[config.mk]
export PLATFORM = sky130hd
export DESIGN_NAME = cluster_periph_xbar
export DESIGN_NICKNAME = d
export VERILOG_FILES = /design/src/logic/periph_xbar_pkg.sv /design/src/logic/cluster_periph_xbar.sv /design/src/logic/periph_resp_router.sv /design/src/logic/periph_rr_arbiter.sv /design/src/logic/periph_req_steer.sv
export VERILOG_INCLUDE_DIRS = /design/src /design/src/logic
export SDC_FILE = /design/constraint.sdc
export NUM_CORES = 1
export LEC_CHECK = 0
export BUFFER_PORTS_ARGS = -buffer_cell sky130_fd_sc_hd__clkbuf_2
export CAP_MARGIN = 20
export CORE_AREA = 2 2 403 405
export CTS_BUF_LIST = sky130_fd_sc_hd__clkbuf_4 sky130_fd_sc_hd__clkbuf_8
export DETAILED_ROUTE_END_ITERATION = 10
export DIE_AREA = 0 0 405 407
export PLACE_DENSITY_LB_ADDON = 0.08
export SETUP_SLACK_MARGIN = 0.4
export SYNTH_ARGS = -nofsm -noshare
export SYNTH_HDL_FRONTEND = slang
export SYNTH_HIERARCHICAL = 1
export SYNTH_SLANG_ARGS = --single-unit
[constraint.sdc]
create_clock -name clk_i -period 6.8 [get_ports clk_i]
set_input_delay 0.68 -clock clk_i [delete_from_list [all_inputs] [get_ports clk_i]]
set_output_delay 0.68 -clock clk_i [all_outputs]
set_load 0.005 [all_outputs]
[src/logic/periph_xbar_settings.svh]
// Crossbar sizes, widths and the peripheral address map
// Decode assumes 32-bit addresses and at least two initiators and two targets
`ifndef PERIPH_XBAR_SETTINGS_SVH
`define PERIPH_XBAR_SETTINGS_SVH

// Initiators
`define PX_NB_CORES     4
`define PX_NB_MPERIPHS  1                  // Extra master ports after the cores
`define PX_NB_INIT      (`PX_NB_CORES + `PX_NB_MPERIPHS)

// Targets and bus widths
`define PX_NB_TARGETS   4
`define PX_ADDR_WIDTH   32
`define PX_DATA_WIDTH   32
`define PX_BE_WIDTH     (`PX_DATA_WIDTH / 8)

// Address map
`define PX_CLUSTER_BASE 8'h10              // Bits 31:24 of this cluster
`define PX_ALIAS_EN     1'b1
`define PX_ALIAS_BASE   8'h1B              // Second accepted value of bits 31:24
`define PX_PERIPH_LO    4'h2               // Peripheral region in bits 23:20
`define PX_PERIPH_HI    4'h3
`define PX_ROUTE_LSB    16                 // Must be as wide as the target index
`define PX_ROUTE_MSB    17
`define PX_EXT_IDX      3                  // Target for all non-local accesses

`endif
[src/logic/periph_xbar_pkg.sv]
// Payload types of the peripheral crossbar
// The id field is one-hot with one bit per initiator
`include "periph_xbar_settings.svh"

package periph_xbar_pkg;

  typedef logic [`PX_ADDR_WIDTH-1:0] addr_t;
  typedef logic [`PX_DATA_WIDTH-1:0] data_t;
  typedef logic [`PX_BE_WIDTH-1:0]   be_t;

  // Binary target index, as carried in the routing field
  typedef logic [$clog2(`PX_NB_TARGETS)-1:0] tgt_idx_t;

  // Binary initiator index for the round-robin pointer
  typedef logic [$clog2(`PX_NB_INIT)-1:0] init_idx_t;

  typedef logic [`PX_NB_INIT-1:0] init_id_t;  // One-hot source ID

  // Request towards a peripheral
  typedef struct packed {
    addr_t    addr;
    data_t    data;
    init_id_t id;
    logic     we_n;  // Low for a write
    be_t      be;
  } periph_req_t;

  // Response from a peripheral
  typedef struct packed {
    data_t    data;
    init_id_t id;    // Echo of the request id
    logic     opc;   // Error flag from the target
  } periph_resp_t;

endpackage

[src/logic/cluster_periph_xbar.sv]
// Crossbar from the cluster cores and master ports to the peripheral targets
// Request and response paths are combinational and only the arbiter pointers hold state
`timescale 1ns/1ps
`include "periph_xbar_settings.svh"

module cluster_periph_xbar (
  input  logic                                              clk_i,
  input  logic                                              rst_n_i,
  input  logic [`PX_NB_INIT-1:0]                            init_req_i,
  input  periph_xbar_pkg::periph_req_t [`PX_NB_INIT-1:0]    init_wdata_i,
  output logic [`PX_NB_INIT-1:0]                            init_gnt_o,
  output logic [`PX_NB_INIT-1:0]                            init_rvalid_o,
  output periph_xbar_pkg::periph_resp_t [`PX_NB_INIT-1:0]   init_rdata_o,
  output logic [`PX_NB_TARGETS-1:0]                         tgt_req_o,
  output periph_xbar_pkg::periph_req_t [`PX_NB_TARGETS-1:0] tgt_wdata_o,
  input  logic [`PX_NB_TARGETS-1:0]                         tgt_gnt_i,
  input  logic [`PX_NB_TARGETS-1:0]                         tgt_rvalid_i,
  input  periph_xbar_pkg::periph_resp_t [`PX_NB_TARGETS-1:0] tgt_rdata_i
);

  periph_xbar_pkg::periph_req_t [`PX_NB_INIT-1:0] init_wdata_id;   // Payload with own ID
  logic [`PX_NB_INIT-1:0][`PX_NB_TARGETS-1:0]    req_mat;         // Row per initiator
  logic [`PX_NB_INIT-1:0][`PX_NB_TARGETS-1:0]    gnt_mat;

  for (genvar i = 0; i < `PX_NB_INIT; i++) begin : gen_init
    // Incoming id is replaced by the one-hot ID of this port
    assign init_wdata_id[i] = '{
      addr: init_wdata_i[i].addr,
      data: init_wdata_i[i].data,
      id:   periph_xbar_pkg::init_id_t'(1 << i),
      we_n: init_wdata_i[i].we_n,
      be:   init_wdata_i[i].be
    };

    periph_req_steer u_steer (
      .req_i     (init_req_i[i]),
      .addr_i    (init_wdata_i[i].addr),
      .tgt_req_o (req_mat[i]),
      .tgt_gnt_i (gnt_mat[i]),
      .gnt_o     (init_gnt_o[i])
    );

    // Every router sees all target responses
    periph_resp_router #(
      .INIT_IDX (i)
    ) u_router (
      .tgt_rvalid_i (tgt_rvalid_i),
      .tgt_rdata_i  (tgt_rdata_i),
      .rvalid_o     (init_rvalid_o[i]),
      .rdata_o      (init_rdata_o[i])
    );
  end

  for (genvar t = 0; t < `PX_NB_TARGETS; t++) begin : gen_tgt
    logic [`PX_NB_INIT-1:0] arb_req;
    logic [`PX_NB_INIT-1:0] arb_gnt;

    // Column t of the matrices belongs to this target
    for (genvar i = 0; i < `PX_NB_INIT; i++) begin : gen_col
      assign arb_req[i]    = req_mat[i][t];
      assign gnt_mat[i][t] = arb_gnt[i];
    end

    periph_rr_arbiter u_arb (
      .clk_i   (clk_i),
      .rst_n_i (rst_n_i),
      .req_i   (arb_req),
      .data_i  (init_wdata_id),
      .gnt_o   (arb_gnt),
      .req_o   (tgt_req_o[t]),
      .data_o  (tgt_wdata_o[t]),
      .gnt_i   (tgt_gnt_i[t])
    );
  end

endmodule

[src/logic/periph_resp_router.sv]
// Response select for one initiator from the ID echoed by each target
// Two targets answering the same initiator at once lose the higher-numbered answer
`timescale 1ns/1ps
`include "periph_xbar_settings.svh"

module periph_resp_router #(
  parameter int unsigned INIT_IDX = 0   // Bit of this initiator in the one-hot ID
) (
  input  logic [`PX_NB_TARGETS-1:0]                          tgt_rvalid_i,
  input  periph_xbar_pkg::periph_resp_t [`PX_NB_TARGETS-1:0] tgt_rdata_i,
  output logic                                               rvalid_o,
  output periph_xbar_pkg::periph_resp_t                      rdata_o
);

  logic [`PX_NB_TARGETS-1:0] hit;   // Targets answering this initiator
  periph_xbar_pkg::tgt_idx_t sel;

  always_comb begin
    for (int t = 0; t < `PX_NB_TARGETS; t++) begin
      hit[t] = tgt_rvalid_i[t] & tgt_rdata_i[t].id[INIT_IDX];
    end
  end

  // Scan down so the lowest hit is written last
  always_comb begin
    sel = '0;
    for (int t = `PX_NB_TARGETS - 1; t >= 0; t--) begin
      if (hit[t]) begin
        sel = periph_xbar_pkg::tgt_idx_t'(t);
      end
    end
  end

  assign rvalid_o = |hit;               // Same-cycle pulse from the target
  assign rdata_o  = tgt_rdata_i[sel];

endmodule

[src/logic/periph_rr_arbiter.sv]
// Round-robin arbiter for one peripheral target
// Pointer moves only on a completed transfer so a stalled winner keeps its payload on the bus
`timescale 1ns/1ps
`include "periph_xbar_settings.svh"

module periph_rr_arbiter (
  input  logic                                           clk_i,
  input  logic                                           rst_n_i,
  input  logic [`PX_NB_INIT-1:0]                         req_i,
  input  periph_xbar_pkg::periph_req_t [`PX_NB_INIT-1:0] data_i,
  output logic [`PX_NB_INIT-1:0]                         gnt_o,
  output logic                                           req_o,
  output periph_xbar_pkg::periph_req_t                   data_o,
  input  logic                                           gnt_i
);

  localparam int unsigned NB_INIT = `PX_NB_INIT;

  periph_xbar_pkg::init_idx_t rr_q;       // First initiator to look at
  periph_xbar_pkg::init_idx_t win_idx;
  periph_xbar_pkg::init_idx_t scan_idx;
  logic                       win_found;

  // Increment modulo the initiator count, which need not be a power of two
  function automatic periph_xbar_pkg::init_idx_t wrap_inc(
    input periph_xbar_pkg::init_idx_t idx
  );
    periph_xbar_pkg::init_idx_t nxt;
    if (idx == periph_xbar_pkg::init_idx_t'(NB_INIT - 1)) begin
      nxt = '0;
    end else begin
      nxt = idx + 1'b1;
    end
    return nxt;
  endfunction

  // Scan all initiators starting at the pointer
  always_comb begin
    win_found = 1'b0;
    win_idx   = rr_q;
    scan_idx  = rr_q;
    for (int unsigned k = 0; k < NB_INIT; k++) begin
      if (!win_found && req_i[scan_idx]) begin
        win_found = 1'b1;
        win_idx   = scan_idx;
      end
      scan_idx = wrap_inc(scan_idx);
    end
  end

  assign req_o  = win_found;
  assign data_o = data_i[win_idx];    // Winner payload straight to the target

  // Grant back to the winner only
  always_comb begin
    gnt_o          = '0;
    gnt_o[win_idx] = win_found & gnt_i;
  end

  // Next search starts just past the last winner
  always_ff @(posedge clk_i or negedge rst_n_i) begin
    if (!rst_n_i) begin
      rr_q <= '0;
    end else if (req_o && gnt_i) begin
      rr_q <= wrap_inc(win_idx);
    end
  end

endmodule

[src/logic/periph_req_steer.sv]
// Address decode and request steering for one initiator
// Only bits 31:20 and the routing field take part in the decode
`timescale 1ns/1ps
`include "periph_xbar_settings.svh"

module periph_req_steer (
  input  logic                      req_i,
  input  periph_xbar_pkg::addr_t    addr_i,
  output logic [`PX_NB_TARGETS-1:0] tgt_req_o,
  input  logic [`PX_NB_TARGETS-1:0] tgt_gnt_i,
  output logic                      gnt_o
);

  logic                      in_cluster;
  logic                      in_periph;
  periph_xbar_pkg::tgt_idx_t tgt_idx;

  // Access to this cluster through its own base or the alias
  assign in_cluster = (addr_i[31:24] == `PX_CLUSTER_BASE) ||
                      (`PX_ALIAS_EN && (addr_i[31:24] == `PX_ALIAS_BASE));

  // Peripheral window inside the cluster
  assign in_periph = (addr_i[23:20] >= `PX_PERIPH_LO) &&
                     (addr_i[23:20] <= `PX_PERIPH_HI);

  always_comb begin
    if (in_cluster && in_periph) begin
      tgt_idx = addr_i[`PX_ROUTE_MSB:`PX_ROUTE_LSB];         // Local peripheral
    end else begin
      tgt_idx = periph_xbar_pkg::tgt_idx_t'(`PX_EXT_IDX);    // Leaves the cluster
    end
  end

  // Only the decoded target sees the request
  always_comb begin
    tgt_req_o          = '0;
    tgt_req_o[tgt_idx] = req_i;
  end

  // Grant of the decoded target goes back to the initiator
  assign gnt_o = tgt_gnt_i[tgt_idx];

endmodule

==> results.toml, run 1 <==
[floorplan]
initial_utilization_pct = 15.9
dieHeight_um = 407
coreArea_um2 = 160000
dieArea_um2 = 165000
io_pins = 1037
die_w_um = 405
row_count = 147

[yosys]
synth-edff-count = 0
yosysWarnings = 6
async_flop_share_pct = 100
netlist_area_um2 = 25400
synth-seq-cells = 12
synth.distinct_cells = 107
yosysSeqAreaShare_pct = 1.18
synth_ff_type = "dfrtp_1"
syn_area_per_cell_um2 = 8.03
netlist_instances = 3164

[setup_path]
worstPathMaxFanout = 16
crit_end = "tgt_wdata_o[76]"
worstSetupStartpoint = "init_wdata_i[68]"
rr_worst_depth = 21
path_depth = 18
r2r_setup_slack_ps = 1830
crit_path_cell_trace = "clkbuf_2, or4_4, a211oi_4, nand2_2, nor3b_2, mux2i_1, o311ai_0, a2bb2oi_1, or4b_4, and2_4, a41o_1, a311o_2, nor3b_2, buf_4, and2_4, buf_4, a221o_1, clkbuf_4"
cp.required_ps = 6120
arrival_ps = 5530
timing.rr.start = "gen_tgt[0].u_arb/rr_q[0]$_DFFE_PN0P_"
cp-end-kind = "output port"
cpMaxStageDelayCell = "or4_4"
cp_num_buf_inv = 4
critPathKind = "in -> out"
reg2reg_to = "gen_tgt[0].u_arb/rr_q[2]$_DFFE_PN0P_"
cp-start-kind = "primary input"
cpPeakStageDelay_ps = 600
cpLargestDelayFamily = "simple AND/OR/NAND/NOR gates"

[finish]
final_nets = 4741
final_util_pct = 21.5
largest_register = "gen_tgt.u_arb/rr_q"
largest_reg_flops = 12
drive_above_1_share_pct = 38.6
reg_top3 = "gen_tgt.u_arb/rr_q: 12 flops"
syn_to_final_growth_pct = 35.9

[place]
pre_cts_ws_ps = 286
io_buffers = 1011
hpwl_um = 145000
gp_congestion = 0.842

[clock_network]
clk_latency_ps = 250
cts_buffers = 3
cts_max_level = 1
cts_root_buffer = "clkbuf_8"
tritoncts = "done"
clkTransAtPathRegs_ps = 70
hold_buffers = 0
cts_buffer_depth = 2
numClockSinks = 12

[hold_path]
hold_class = "in -> async"

[sta]
worstMarginPinSlew_ps = 1110
fmax_mhz = 161
worst_clock_skew_ps = 6.60
drv_slew = 0
timing.setup.tns_ps = 0
post-route-period-util_pct = 91.4
setup_viol = 0
slew_headroom_pct = 26.3
rsz0062_at_grt = "true"
final_hold_viol_count = 0
period_needed_ps = 6210
worst_slack_ps = 586

[route]
first_pass_iters = 6
viasPerCell = 5.33
routed_wirelength_um = 200000
wire_per_inst_um = 31.5
drc = 0
vias = 33800
first_iter_violations = 2877
ant_nets = 0

[status]
status = "completed"

[global_route]
overflow = 0
antenna_found_initial = 47
grt_use_total_pct = 22.4
grt_first_pass_wirelength_um = 269000
grt_max_degree = 77
grt_pass1_vias = 32600

[flow_run]
drv_cap = 0
==> worst register-to-register path: cells and delay by family, from the launching register on <==
family | cells | cell delay, ps
buf+inv | 5 | 790
simple gates | 3 | 760
fa+ha+maj | 4 | 1080
flops | 1 | 360
compound gates | 8 | 1730
mux | 1 | 130
==> cell usage in the layout, fill, tap and decap left out, drive strengths merged, types with 13 or more instances in the layout <==
cell and n:
mux2i 396, nand3 106, clkbuf 1018, nor2b 16, buf 198, nor2 282, o221ai 74, nand4 14
o31ai 14, mux4 191, o211ai 13, nor3 46, diode 22, nand2b 21, ha 36, nor4 13
o21ai 262, o22ai 229, and3 20, conb 130, nand2 93, inv 58, or3 231, a21oi 256
a221o 219
==> worst min-delay path by stage <==
stage	startpoint	to	slack (ps)	cells after the start
6_report	rst_n_i	gen_tgt[3].u_arb/rr_q[1]$_DFFE_PN0P_	340	1
5_1_grt	rst_n_i	gen_tgt[3].u_arb/rr_q[1]$_DFFE_PN0P_	360	1
4_1_cts	rst_n_i	gen_tgt[3].u_arb/rr_q[1]$_DFFE_PN0P_	350	1
3_5_place_dp	rst_n_i	gen_tgt[0].u_arb/rr_q[2]$_DFFE_PN0P_	620	1
3_3_place_gp	rst_n_i	gen_tgt[0].u_arb/rr_q[2]$_DFFE_PN0P_	620	1
2_1_floorplan	rst_n_i	gen_tgt[0].u_arb/rr_q[0]$_DFFE_PN0P_	380	0
==> stage by stage <==
step	instance area (um^2)	hold slack, ps	instances
after floorplan	25900	384	3292
after global placement	33800	618	6297
after detailed placement	33800	620	6297
after CTS	34000	348	6310
after global routing	34500	360	6342
final	34500	342	6349
==> cells by family after synthesis <==
| logic type | Yosys count | share of synthesized area [%] |
|---|---|---|
| AO/OA/AOI/OAI | 1208 | 35.0 |
| AND/OR/NAND/NOR | 909 | 19.8 |
| multiplexers | 594 | 33.4 |
| buffers and inverters | 400 | 8.82 |
| adder cells (fa/ha/maj) | 36 | 1.77 |
| flip-flops | 12 | 1.18 |
| XOR/XNOR | 3 | 0.103 |
| other | 2 | 0.0296 |
==> final cells by class <==
cell class | count | area, um^2
sequential | 12 | 300
antenna | 22 | 55.1
timing repair buffer | 1212 | 7230
multi-input combinational | 2881 | 23900
clock buffer | 4 | 55.1
tap | 2160 | 2700
fill | 18000 | 126000
inverter | 58 | 233
==> cell usage after synthesis, types with 9 or more instances <==
cell type	instances	share of area [%]
a211o_1	10	0.34
a211oi_1	11	0.33
a21o_1	11	0.33
a21oi_1	253	5.0
a221o_1	219	8.6
a22oi_1	11	0.33
and3_1	17	0.42
buf_12	17	1.3
buf_2	97	1.9
buf_4	11	0.33
buf_6	37	1.6
clkbuf_1	174	2.6
dfrtp_1	12	1.2
ha_1	36	1.8
inv_1	50	0.74
mux2i_1	396	16
mux4_1	35	3.6
mux4_2	156	14
nand2_1	82	1.2
nand2b_1	21	0.52
nand3_1	102	2.0
nand4_1	14	0.34
nor2_1	282	4.2
nor2b_1	16	0.39
nor3_1	45	0.89
o211ai_1	9	0.27
o21ai_0	251	4.9
o221ai_1	32	1.1
o221ai_2	42	2.5
o22ai_1	229	5.6
o31ai_1	10	0.30
or3_1	222	5.5
==> metal layers <==
layer / routed length [um] / share of wire [%] / track usage (%) / vias to the layer above
met3: 12200 / 6.1 / 3.89 / 240
li1: - / - / - / 14900
met5: 230 / 0.12 / 0 / -
met2: 99200 / 50 / 39.7 / 1346
met4: 5820 / 2.9 / 5.20 / 36
met1: 82400 / 41 / 28.1 / 17300
==> repair_timing <==
item	CTS	global route
cloned	0	4
pin swaps	4	11
setup endpoints to repair	174	292
buffers inserted	9	13
resized for setup	25	54
Power of run 1 is not shown: default switching activity piles up to over one toggle a cycle in this logic, so the estimate is an artifact.
==> run 2: changes to the inputs <==
==> constraint.sdc (replaced) <==
create_clock -name clk_i -period 6.3 [get_ports clk_i]
set_input_delay 0.63 -clock clk_i [delete_from_list [all_inputs] [get_ports clk_i]]
set_output_delay 0.63 -clock clk_i [all_outputs]
set_load 0.005 [all_outputs]
==> run 2 against run 1 <==
Compared with the run above:
- flip-flop and latch count is the same
- sequential share of layout area about the same
- utilization rose by 0.88 points
- final cell count up 1.5%
- wire length rose by 2.0%
- clock skew grew 1.3 ps
- via count rose by 1.7%
- critical endpoint is now tgt_wdata_o[152]
==> results.toml, run 2 (synthesized netlist as in run 1, its figures left out) <==
[route]
routed_wirelength_um = 204000
first_iter_violations = 2907
ant_nets = 0
wire_per_inst_um = 31.6
first_pass_iters = 6
vias = 34400
drc = 0
viasPerCell = 5.33

[hold_path]
hold_class = "in -> async"

[sta]
hold-worst-slack_ps = 298
worst_clock_skew_ps = 7.89
period_needed_ps = 5820
final_hold_viol_count = 0
setup_viol = 0
timing.setup.tns_ps = 0
drv_slew = 0
rsz0062_at_grt = "true"
worstMarginPinSlew_ps = 757
slew_headroom_pct = 49.4
post-route-period-util_pct = 92.4
fmax_mhz = 172

[finish]
final_common_cell = "clkbuf_2"
drive_above_1_share_pct = 41.0
largest_reg_flops = 12
final_nets = 4836
reg_top3 = "gen_tgt.u_arb/rr_q: 12 flops"
fillers = 18000
largest_register = "gen_tgt.u_arb/rr_q"
multi_input_area_um2 = 24200
syn_to_final_growth_pct = 41.4
seqCellArea_um2 = 300
final_cell_mix = "clkbuf_2 (1002), mux2i_1 (396), nor2_1 (274)"

[global_route]
grt_pass1_vias = 33000
antenna_found_initial = 62
grt_use_total_pct = 22.9
grt_first_pass_wirelength_um = 274000
grt_max_degree = 77
overflow = 0

[setup_path]
critPathKind = "in -> out"
crit_path_cell_trace = "clkbuf_2, and4bb_2, o211a_1, and4b_1, inv_1, o21ai_0, a211oi_1, or4b_4, and2_4, a21boi_4, clkbuf_16, o21ai_4, buf_12, buf_4, o22ai_1, a21oi_1, a221o_1, clkbuf_2"
arrival_ps = 5190
cp-end-kind = "output port"
cpMaxStageDelayCell = "and4b_1"
cp_common_cell = "clkbuf_2"
r2r_setup_slack_ps = 1510
cpPeakStageDelay_ps = 500
rr_worst_depth = 21
timing.rr.start = "gen_tgt[0].u_arb/rr_q[0]$_DFFE_PN0P_"
reg2reg_to = "gen_tgt[0].u_arb/rr_q[0]$_DFFE_PN0P_"
cp.required_ps = 5670
path_depth = 18
worstPathMaxFanout = 76
cp-start-kind = "primary input"
cpLargestDelayFamily = "simple AND/OR/NAND/NOR gates"
cp_num_buf_inv = 6

[floorplan]
coreArea_um2 = 160000
dieArea_um2 = 165000
initial_utilization_pct = 15.9
die_w_um = 405
row_count = 147
io_pins = 1037
dieHeight_um = 407

[clock_network]
numClockSinks = 12
tritoncts = "done"
cts_root_buffer = "clkbuf_8"
cts_buffer_depth = 2
clkTransAtPathRegs_ps = 70
cts_buffers = 3
clk_latency_ps = 270
cts_max_level = 1
hold_buffers = 0

[place]
io_buffers = 1011
gp_congestion = 0.837
hpwl_um = 147000

[flow_run]
drv_cap = 0

[status]
status = "completed"
==> run 2: layout make-up <==
cell class,count,share of cell area (%)
inverters,58,0.655
diodes,23,0.160
flip-flops and latches,12,0.836
multi-input cells,2883,67.5
repair buffers,1305,23.2
well taps,2160,7.52
clock buffers,4,0.153
==> run 2: worst max-delay path by stage <==
| stage | startpoint | slack [ps] | to |
|---|---|---|---|
| detailed placement | gen_tgt[2].u_arb/rr_q[0]$_DFFE_PN0P_ | 0.04 | init_gnt_o[3] |
| finish | init_wdata_i[145] | 480 | tgt_wdata_o[152] |
| global route | init_wdata_i[68] | 350 | init_gnt_o[0] |
| floorplan | gen_tgt[1].u_arb/rr_q[0]$_DFFE_PN0P_ | 430 | init_gnt_o[2] |
| CTS | gen_tgt[3].u_arb/rr_q[0]$_DFFE_PN0P_ | 400 | tgt_wdata_o[232] |
| global placement | init_wdata_i[68] | 40 | tgt_wdata_o[99] |
==> run 2: layer usage <==
| layer | vias up | share of wire, % | GRT usage [%] |
|---|---|---|---|
| met2 | 1468 | 50 | 40.2 |
| met3 | 272 | 6.2 | 3.60 |
| met1 | 17500 | 41 | 28.8 |
| met5 | - | 0.16 | 0 |
| met4 | 50 | 3.1 | 6.09 |
| li1 | 15100 | - | - |
==> run 2: repair_timing <==
action                                  CTS  global route
endpoints found under the setup margin  300           299
setup buffers                            30            25
gates cloned                              8             6
pin swaps                                31            38
resized for setup                       101            65
==> run 2: metrics by stage <==
step	utilization (%)	worst slack (ps)	area, um^2	cells
finish	22.4	478	35900	6445
global route	22.4	353	35900	6440
CTS	22.0	402	35300	6391
detailed placement	21.4	0.0360	34300	6349
global placement	21.4	36.7	34300	6349
floorplan	-	427	25900	3292
Power of run 2 is left out for the same reason.
